--- src/acc_pkg.sv ---
package acc_pkg;

    // ======================================================================
    // Datapath widths
    // ======================================================================

    // Accumulator and partial-sum width
    localparam int ACC_W = 32;
    // Quantized output byte
    localparam int OUT_W = 8;
    // Accumulators per read word
    localparam int LANES = 8;
    // One read word carries LANES bytes
    localparam int WORD_W = LANES * OUT_W;

    // Q16.16 scale factor
    localparam int SCALE_W = 32;
    localparam int FRAC_BITS = 16;

    // INT8 saturation bounds
    localparam int SAT_MAX = 127;
    localparam int SAT_MIN = -128;

    // ======================================================================
    // Control types
    // ======================================================================

    // One opcode per command strobe
    typedef enum logic [1:0] {
        OP_NOP   = 2'd0,
        OP_CLEAR = 2'd1,
        OP_ACCUM = 2'd2,
        OP_DONE  = 2'd3
    } acc_op_e;

    // Tile tracking, open between CLEAR and DONE
    typedef enum logic {
        TILE_IDLE = 1'b0,
        TILE_OPEN = 1'b1
    } tile_state_e;

    // Command strobe, 3 bits
    typedef struct packed {
        logic    valid;
        acc_op_e op;
    } acc_cmd_t;

    // Readout quantization setup, 33 bits
    typedef struct packed {
        logic               relu_en;
        logic [SCALE_W-1:0] scale;
    } quant_cfg_t;

endpackage

--- src/psum_intake.sv ---
`timescale 1ns/10ps

module psum_intake
    import acc_pkg::*;
#(
    parameter int N_ROWS = 4,
    parameter int N_COLS = 4
) (
    input  logic                             clk,
    input  logic                             rst_n,
    input  acc_cmd_t                         cmd,
    input  logic [N_ROWS*N_COLS*ACC_W-1:0]   psum,
    output acc_cmd_t                         cmd_q,
    output logic [N_ROWS*N_COLS*ACC_W-1:0]   psum_q,
    output logic                             busy
);

    tile_state_e tile_state;

    // Command register, one cycle ahead of the banks
    always_ff @(posedge clk or negedge rst_n) begin
        if (!rst_n) begin
            cmd_q <= '0;
        end else begin
            cmd_q <= cmd;
        end
    end

    // Partial sums only matter for ACCUM, hold them otherwise
    always_ff @(posedge clk) begin
        if (cmd.valid && (cmd.op == OP_ACCUM)) begin
            psum_q <= psum;
        end
    end

    // ======================================================================
    // Tile state
    // ======================================================================

    // Follows the registered command so busy moves with bank_sel
    always_ff @(posedge clk or negedge rst_n) begin
        if (!rst_n) begin
            tile_state <= TILE_IDLE;
        end else if (cmd_q.valid) begin
            case (cmd_q.op)
                OP_CLEAR: tile_state <= TILE_OPEN;
                OP_DONE:  tile_state <= TILE_IDLE;
                default:  tile_state <= tile_state;
            endcase
        end
    end

    assign busy = (tile_state == TILE_OPEN);

    // A tile must be opened by CLEAR before any partial sum lands
    a_accum_needs_open_tile: assert property (@(posedge clk) disable iff (!rst_n)
        (cmd_q.valid && (cmd_q.op == OP_ACCUM)) |-> (tile_state == TILE_OPEN))
        else $error("ACCUM command with no open tile");

endmodule

--- config.mk ---
export PLATFORM = sky130hd
export DESIGN_NAME = psum_intake
export DESIGN_NICKNAME = d
export VERILOG_FILES = /design/src/acc_pkg.sv /design/src/psum_intake.sv
export SDC_FILE = /design/constraint.sdc
export NUM_CORES = 1
export LEC_CHECK = 0
export BUFFER_PORTS_ARGS = -buffer_cell sky130_fd_sc_hd__buf_2
export CORE_AREA = 10 10 389 391
export DETAILED_ROUTE_END_ITERATION = 8
export DIE_AREA = 0 0 399 401
export GPL_ROUTABILITY_DRIVEN = 0
export MAX_ROUTING_LAYER = met4
export SLEW_MARGIN = 25
export SYNTH_ARGS = -nofsm -noshare
export SYNTH_HDL_FRONTEND = slang
export SYNTH_SLANG_ARGS = --single-unit
--- constraint.sdc ---
create_clock -name clk -period 1.7 [get_ports clk]
set_input_delay 0.17 -clock clk [delete_from_list [all_inputs] [get_ports clk]]
set_output_delay 0.17 -clock clk [all_outputs]
set_load 0.02 [all_outputs]
== Word-level counts from Yosys, hierarchy flattened ==
Cells that the tools add are included.
Widths: inputs -> output; s select.

* Equality and inequality tests: 3
* Multiplexer cells: 1
* Reductions and logical operators: 3

{| class="wikitable"
|+ Operators with widths
! operator !! number
|-
| $eq 2x2->1 const B || 2
|-
| $eq 2x1->1 const B || 1
|-
| $pmux 1 s2 || 1
|-
| $reduce_and 2->1 || 1
|-
| $reduce_bool 2->1 || 1
|-
| $logic_and 1x1->1 || 1
|}

* Input bits: 517
* Flip-flop bits (word level): 516
* Word-level logic and storage cells: 11
* Output and inout bits: 516

== Depth between registers and ports, before layout ==
Gate-level depths: netlist of the first run.

* Word-level depth: 3
* Mapped depth: 2

== Least setup slack after synthesis of the first run ==
No wires, ideal clock.

* Path type: in2reg
* Start point: input cmd[2] (netlist bit)
* End point: register psum_q[0], enable pin
* Path slack: -11050 ps
* Setup time: 948 ps
* Stages: 1
* Buffers on the path: 0
* Arrival time: 11802 ps
* Cell sequence: and3b_1

* Cells in the longest elaborated chain, start to end: 1

{| class="wikitable"
|+ RTL lines
! what !! line !! text
|-
| from (decl) || psum_intake.sv:11 || <nowiki>input acc_cmd_t cmd,</nowiki>
|-
| $logic_and 1x1->1 || psum_intake.sv:31 || <nowiki>if (cmd.valid && (cmd.op == OP_ACCUM)) begin</nowiki>
|-
| to (signal assigned) || psum_intake.sv:32 || <nowiki>psum_q <= psum;</nowiki>
|-
| to (decl) || psum_intake.sv:14 || <nowiki>output logic [N_ROWS*N_COLS*ACC_W-1:0] psum_q,</nowiki>
|}

Every way passes these cells.
A chain may end at the register's enable or synchronous reset.

== Worst setup path in the final report of the first run ==
* Start point: register psum_q[76]
* End point: output psum_q[76]

No word-level cell between the ends.

==> flow_metrics.py, run 1 <==
metrics = {
    "run_status": {
        "status": "completed",
    },
    "drt": {
        "wl_mm": 133,
        "vias": 13500,
        "ant_nets": 0,
        "wl_per_cell_microns": 31.3,
        "drt_iter0_drc": 1277,
        "post-route-drc-count": 0,
        "drt-vias-per-instance": 3.17,
        "drt_pre_antenna_iters": 5,
    },
    "sta": {
        "fin_hold_ws_ns": 0.136,
        "fin_setup_tns_ns": 0,
        "relSlewSlack": 0.738,
        "final.setup_skew_ns": 0.000136,
        "drv_slew": 0,
        "clock.fmax_mhz": 638,
        "hold_viol_final": 0,
        "rsz0062_at_grt": "no",
        "setup_violations": 0,
        "period_share": 0.922,
        "finalCriticalPeriod_ns": 1.57,
        "worst_pin_slew_ns": 0.391,
    },
    "power_and_ir_drop": {
        "leakagePower_nw": 12.1,
        "power.density_mw_per_mm2": 1050,
        "finalPower_mw": 32.4,
        "peakVddDrop_v": 0.000958,
    },
    "clock_network": {
        "clkSinkCount": 516,
        "insertion_delay_ns": 0.65,
        "cts_made_buffers": 61,
        "htree_levels": 2,
        "clk_pin_slew_ns": 0.06,
        "cts_root_buffer": "clkbuf_16",
        "clock_path_buffers": 3,
        "cts_setup_buffers": 0,
        "cts_tree": "yes",
    },
    "place": {
        "portBuffers": 1032,
        "place_area_sq_mm": 0.0234,
        "hpwl_mm": 116,
    },
    "synthesis": {
        "synth-seq-cells": 516,
        "ys_seq_area_frac": 0.998,
        "synth_warnings": 0,
        "synth_top_area_frac": 0.992,
        "synth_largest_area_cell": "edfxtp_1",
        "synth_cell_type_count": 6,
        "synthesis.nets": 1037,
        "synthCells": 520,
        "syn-cell-area_sq_mm": 0.0155,
        "post_synth.cell_area_avg_sq_um": 29.8,
        "yosys-top-cells-area": "edfxtp_1, dfrtp_1, mux2i_1",
    },
    "die": {
        "placementRows": 139,
        "io_pins": 1033,
        "core_sq_mm": 0.143,
        "chipHeight_microns": 401,
        "initial_core_util": 0.108,
        "fp.dieArea_sq_mm": 0.160,
        "die_w_microns": 399,
    },
    "critical_path": {
        "worstPathRequired_ns": 1.53,
        "end_kind": "output pin",
        "reg2regPathDepth": 2,
        "cp-start-kind": "register",
        "critical_path.max_fanout": 1,
        "crit_chain": "buf_2",
        "path_class": "reg -> out",
        "r2r_slack_ns": 1.00,
        "slowest_stage": "edfxtp_1",
        "r2r-end": "busy",
        "critPathMaxStageDelay_ns": 0.49,
        "rr_startpoint": "cmd_q[0]",
        "critPathArrivalTime_ns": 1.40,
        "worst-path-buf-inv": 1,
        "cp_top_family": "flip-flops",
    },
    "cells_and_area": {
        "fin_util": 0.216,
        "drive_above_1_share": 0.523,
        "fill_cells": 15200,
        "regArea_sq_mm": 0.0155,
        "final_common_cell": "buf_2",
        "mostFrequentLayoutCells": "buf_2, dlygate4sd3_1, edfxtp_1",
        "fin_area_sq_mm": 0.0310,
        "multiInputGateArea_sq_um": 26.3,
        "nNetsFinal": 2674,
        "syn2layout_area_growth_pct": 99.7,
    },
    "grt": {
        "grt_use_met1": 0.189,
        "grt_pass1_vias": 13800,
        "antenna_found_initial": 176,
        "grt_overflow": 0,
        "grt-busiest-layer": "met2",
        "grt_util_all_layers": 0.163,
        "met2_usage": 0.243,
        "grt_max_degree": 54,
        "grt_pass1_wl_mm": 163,
        "use_met3": 0.0736,
    },
    "hold_path": {
        "hold_class": "in -> async",
    },
    "job": {
        "drv_cap": 0,
    },
}
## cells in the mapped netlist
cell type  number
nand2_1         1
mux2i_1         1
and3b_1         1
edfxtp_1      512
dfrtp_1         4
inv_1           1
## metrics by stage
step                std cells  setup WS, ns
global route             4254        0.0754
CTS                      4110        0.0504
global placement         3481        0.0531
finish                   4263         0.132
detailed placement       3481        0.0466
floorplan                 520         -3.20
## flip-flops by register name, summed over array words and instances, names as in the netlist
signal  flops
cmd_q       3
psum_q    512
busy        1
## routing by layer
| metal | share of wire | vias to the layer above |
|---|---|---|
| met2 | 0.44 | 923 |
| li1 | - | 5672 |
| met3 | 0.12 | 149 |
| met1 | 0.39 | 6757 |
| met5 | 0 | - |
| met4 | 0.047 | 0 |
## how the worst max path moves through the flow
stage / start / to / slack (ns) / cells past startpoint
after CTS: psum_q[76] / psum_q[76] / 0.05 / 1
after floorplan: cmd[0] / psum_q[0] / -3.20 / 1
final: psum_q[76] / psum_q[76] / 0.13 / 1
after detailed placement: cmd[0] / psum_q[104] / 0.05 / 4
after global placement: cmd[0] / psum_q[151] / 0.05 / 4
after global routing: psum_q[76] / psum_q[76] / 0.08 / 1
## final cells by class
cell class / count / area share
Sequential cell: 516 / 0.500
Timing Repair Buffer: 1574 / 0.344
Clock inverter: 46 / 0.0154
Inverter: 1 / 0.000121
Antenna cell: 153 / 0.0124
Clock buffer: 67 / 0.0507
Multi-Input combinational cell: 3 / 0.000849
Tap cell: 1903 / 0.0769
## power breakdown
group / leakage (nW) / total, mW / internal, mW / switching, mW
Combinational: 6.40 / 4.02 / 1.63 / 2.40
Clock: 0.983 / 13.5 / 7.53 / 5.98
Sequential: 4.75 / 14.9 / 14.7 / 0.225
## cells by family (layout without fill, tap and decap cells)
logic type | count (synthesis) | count (layout) | synth area share
DFF | 516 | 516 | 0.998
buffers and inverters | 1 | 1688 | 0.000242
and+or+nand+nor | 2 | 2 | 0.000807
other | 0 | 153 | 0
muxes | 1 | 1 | 0.000646
## timing repair
| item | CTS | global route |
|---|---|---|
| hold endpoints to repair | 519 | 0 |
| hold buffers | 516 | 0 |
| gates resized for setup | 0 | 0 |
| endpoints found under the setup margin | 0 | 0 |
(Power assumes the default switching activity.)
==> inputs of run 2 (changes only) <==
- CORE_AREA: 10 10 389 391 -> 10 10 398 400
- DIE_AREA: 0 0 399 401 -> 0 0 408 410
==> flow_metrics.py, run 2 (synthesis gave the netlist of run 1 again) <==
metrics = {
    "run_status": {
        "status": "completed",
    },
    "drt": {
        "drt_iter0_drc": 1559,
        "drt-vias-per-instance": 3.16,
        "wl_per_cell_microns": 30.5,
        "ant_nets": 0,
        "wl_mm": 134,
        "vias": 13900,
        "drt_pre_antenna_iters": 7,
        "post-route-drc-count": 0,
    },
    "place": {
        "dp.cells": 3613,
        "portBuffers": 1032,
        "hpwl_mm": 116,
    },
    "power_and_ir_drop": {
        "peakVddDrop_v": 0.000906,
        "switching_share": 0.262,
        "seqPwrFrac": 0.465,
        "power.density_mw_per_mm2": 1030,
        "power_frac_comb": 0.125,
        "p_sw_mw": 8.43,
        "p_int_mw": 23.7,
        "leakagePower_nw": 12.1,
        "clkPwrFrac": 0.409,
    },
    "critical_path": {
        "crit_chain": "buf_2",
        "slowest_stage": "edfxtp_1",
        "critPathMaxStageDelay_ns": 0.48,
        "critPathLaunch": "psum_q[380]",
        "crit_path_end": "psum_q[380]",
        "worstPathRequired_ns": 1.53,
        "r2r_slack_ns": 0.90,
        "rr_startpoint": "cmd_q[2]",
        "cp_top_family": "flip-flops",
        "path_class": "reg -> out",
        "end_kind": "output pin",
        "cp-start-kind": "register",
        "path_depth": 1,
        "worst-path-buf-inv": 1,
        "r2r-end": "busy",
        "critPathArrivalTime_ns": 1.35,
        "reg2regPathDepth": 2,
        "critical_path.max_fanout": 1,
    },
    "cells_and_area": {
        "drive_above_1_share": 0.521,
        "fin_util": 0.206,
        "syn2layout_area_growth_pct": 100,
        "nNetsFinal": 2680,
        "final_common_cell": "buf_2",
        "finalNonFillerCells": 4388,
        "top_register": "psum_q",
        "mostFrequentLayoutCells": "buf_2, dlygate4sd3_1, edfxtp_1",
        "largest_reg_flops": 512,
    },
    "die": {
        "chipHeight_microns": 410,
        "core_sq_mm": 0.151,
        "io_pins": 1033,
        "placementRows": 143,
        "fp.dieArea_sq_mm": 0.167,
        "initial_core_util": 0.103,
        "die_w_microns": 408,
    },
    "grt": {
        "grt_pass1_wl_mm": 164,
        "grt_pass1_vias": 13700,
        "grt_max_degree": 77,
        "grt_overflow": 0,
        "antenna_found_initial": 175,
        "grt_util_all_layers": 0.155,
    },
    "sta": {
        "period_share": 0.895,
        "clock.fmax_mhz": 657,
        "relSlewSlack": 0.592,
        "rsz0062_at_grt": "no",
        "finalCriticalPeriod_ns": 1.52,
        "setup_violations": 0,
        "fin_setup_tns_ns": 0,
        "drv_slew": 0,
        "final.setup_skew_ns": 0.000502,
        "worst_pin_slew_ns": 0.612,
        "hold_viol_final": 0,
    },
    "hold_path": {
        "hold_class": "in -> reg",
    },
    "clock_network": {
        "cts_setup_buffers": 0,
        "htree_levels": 2,
        "clk_pin_slew_ns": 0.07,
        "cts_root_buffer": "clkbuf_16",
        "insertion_delay_ns": 0.63,
        "clock_path_buffers": 3,
        "cts_made_buffers": 61,
        "cts_tree": "yes",
        "clkSinkCount": 516,
    },
    "job": {
        "drv_cap": 0,
    },
}
## run 2: changes by cell type in the layout (fill, tap and decap cells not counted), moves of 2 or more
cell	previous run	this run
inv_8	4	0
clkinv_4	8	3
buf_4	17	22
inv_6	5	7
clkbuf_1	5	9
diode_2	153	147
## run 2: worst min-delay path by stage
| stage | from | endpoint | slack, ns | cells after the start |
|---|---|---|---|---|
| 6_report | cmd[0] | cmd_q[0] | 0.22 | 2 |
| 5_1_grt | psum[49] | psum_q[49] | 0.19 | 2 |
| 4_1_cts | cmd[0] | cmd_q[0] | 0.15 | 2 |
| 3_5_place_dp | rst_n | cmd_q[1] | -0.01 | 1 |
| 3_3_place_gp | rst_n | cmd_q[0] | -0.02 | 1 |
| 2_1_floorplan | rst_n | busy | -0.13 | 0 |
## run 2: timing repair
action                                 4_1_cts  5_1_grt
gates resized for setup                      0        0
hold buffers                               517        0
endpoints found under the hold margin      519        0
## run 2: cell type report
cell class,count,area [sq um]
fill,16100,120000
sequential,516,15500
timing repair buffer,1580,10700
tap,2030,2540
clock buffer,70,1560
clock inverter,41,403
antenna,147,368
multi-input combinational,3,26.3
inverter,1,3.75
## run 2: power groups by stage
stage	Clock, mW	Combinational, mW	Sequential, mW
after detailed placement	0	2.85	15.2
final	13.1	4.03	14.9
after CTS	13.6	4.11	14.9
after global routing	14.0	4.17	15.0
after global placement	0	2.85	15.2
after floorplan	0	0.130	15.9
## run 2: per-layer routing
layer	track usage	share of wire	vias up
li1	-	-	5665
met1	0.177	0.38	6994
met2	0.247	0.47	1072
met3	0.0751	0.13	146
met4	0.0320	0.025	0
met5	-	0	-
## run 2: through the flow
stage / hold WS (ns) / cell area (sq um) / power (mW) / worst slack [ns]
after floorplan: -0.126 / 15500 / 16.1 / -3.20
after global placement: -0.0173 / 23600 / 18.0 / 0.0864
after detailed placement: -0.00991 / 23600 / 18.0 / 0.0925
after CTS: 0.149 / 30700 / 32.6 / 0.0947
after global routing: 0.187 / 31100 / 33.2 / 0.121
final: 0.222 / 31100 / 32.1 / 0.178
==> inputs of run 3 (changes only) <==
- clock period: 1.7 -> 1.5 ns (I/O delays scaled with it)
==> flow_metrics.py, run 3 (synthesis gave the netlist of run 1 again) <==
metrics = {
    "die": {
        "placementRows": 143,
        "initial_core_util": 0.103,
        "fp.dieArea_sq_mm": 0.167,
        "core_sq_mm": 0.151,
        "io_pins": 1033,
        "die_w_microns": 408,
        "chipHeight_microns": 410,
    },
    "power_and_ir_drop": {
        "peakVddDrop_v": 0.000777,
        "power.density_mw_per_mm2": 1150,
        "leakagePower_nw": 12.4,
    },
    "grt": {
        "grt_max_degree": 38,
        "grt_overflow": 0,
        "antenna_found_initial": 166,
        "grt_pass1_wl_mm": 163,
        "grt_util_all_layers": 0.155,
        "grt_pass1_vias": 13700,
    },
    "place": {
        "place_area_sq_mm": 0.0237,
        "hpwl_mm": 116,
        "portBuffers": 1032,
        "dp.cells": 3628,
    },
    "sta": {
        "rsz0062_at_grt": "yes",
        "worst_pin_slew_ns": 0.348,
        "timing.final.ws_setup_ns": -0.0292,
        "finalCriticalPeriod_ns": 1.53,
        "relSlewSlack": 0.768,
        "clock.fmax_mhz": 654,
        "final.setup_skew_ns": 0.00171,
        "fin_setup_tns_ns": -0.0424,
        "fin_hold_ws_ns": 0.187,
        "period_share": 1.02,
        "hold_viol_final": 0,
        "drv_slew": 0,
        "setup_violations": 2,
    },
    "cells_and_area": {
        "finalNonFillerCells": 4396,
        "fin_area_sq_mm": 0.0316,
        "nNetsFinal": 2692,
        "fin_util": 0.210,
        "largest_reg_flops": 512,
        "final_common_cell": "buf_2",
        "mostFrequentLayoutCells": "buf_2, dlygate4sd3_1, edfxtp_1",
        "drive_above_1_share": 0.525,
        "syn2layout_area_growth_pct": 104,
        "top_register": "psum_q",
    },
    "clock_network": {
        "clock_path_buffers": 3,
        "clkSinkCount": 516,
        "cts_made_buffers": 58,
        "cts_tree": "yes",
        "clk_pin_slew_ns": 0.06,
        "htree_levels": 2,
        "cts_root_buffer": "clkbuf_16",
        "insertion_delay_ns": 0.64,
    },
    "critical_path": {
        "worstPathRequired_ns": 1.35,
        "r2r_slack_ns": 0.70,
        "slowest_stage": "edfxtp_1",
        "end_kind": "output pin",
        "reg2regPathDepth": 2,
        "path_class": "reg -> out",
        "critical_path.max_fanout": 1,
        "cp_top_family": "flip-flops",
        "cp-start-kind": "register",
        "worst-path-buf-inv": 1,
        "critPathMaxStageDelay_ns": 0.52,
        "critPathArrivalTime_ns": 1.38,
        "crit_chain": "buf_6",
        "path_depth": 1,
    },
    "hold_path": {
        "hold_class": "in -> reg",
        "holdPathStages": 2,
    },
    "drt": {
        "drt_pre_antenna_iters": 5,
        "drt-vias-per-instance": 3.14,
        "drt_iter0_drc": 1224,
        "vias": 13800,
        "ant_nets": 0,
        "wl_mm": 134,
        "wl_per_cell_microns": 30.4,
        "post-route-drc-count": 0,
    },
    "run_status": {
        "status": "finished, violations left",
        "violations": "negative setup slack",
    },
    "job": {
        "drv_cap": 0,
    },
}
==> run 3: where the power goes <==
group / switching (mW) / total, mW / internal, mW
clock: 6.38 / 14.7 / 8.34
sequential: 0.340 / 17.0 / 16.6
combinational: 2.74 / 4.72 / 1.98
total: 9.46 / 36.4 / 27.0
==> run 3: worst reg2reg max path, stage by stage (launching register included) <==
cell	delay, ns
dfrtp_2	0.44
nand2_1	0.09
mux2i_1	0.19
==> run 3: final cells by class <==
type / count / area, sq um
flip-flops and latches: 516 / 15500
inverters: 1 / 3.75
fillers: 16000 / 119000
multi-input cells: 3 / 26.3
clock inverters: 38 / 434
clock buffers: 69 / 1510
diodes: 144 / 360
well taps: 2030 / 2540
repair buffers: 1595 / 11300
==> run 3: worst paths after layout <==
kind                                   from           to
worst max-delay path            psum_q[380]  psum_q[380]
worst min-delay path                 cmd[0]     cmd_q[0]
worst max register to register     cmd_q[2]         busy
worst min register to register     cmd_q[1]         busy
max in group asynchronous             rst_n     cmd_q[0]
min in group asynchronous             rst_n     cmd_q[1]
==> run 3: per-stage QoR <==
step | total power, mW | worst slack, ns
floorplan | 18.2 | -3.38
global placement | 20.5 | -0.0786
detailed placement | 20.5 | -0.0844
CTS | 36.9 | -0.0703
global route | 37.5 | -0.0737
finish | 36.4 | -0.0292
==> run 3: metal layers <==
layer	global-route usage	vias to the layer above	part of all wire
met1	0.173	6825	0.37
met5	-	-	0
met3	0.0794	158	0.13
met2	0.233	1156	0.45
met4	0.0660	0	0.051
li1	-	5684	-
==> run 3: what timing repair did <==
action / 4_1_cts / 5_1_grt
pin swaps: 0 / 0
gates resized for setup: 158 / 2
hold endpoints to repair: 519 / 0
setup buffers: 0 / 0
hold buffers: 517 / 0
endpoints found under the setup margin: 87 / 30
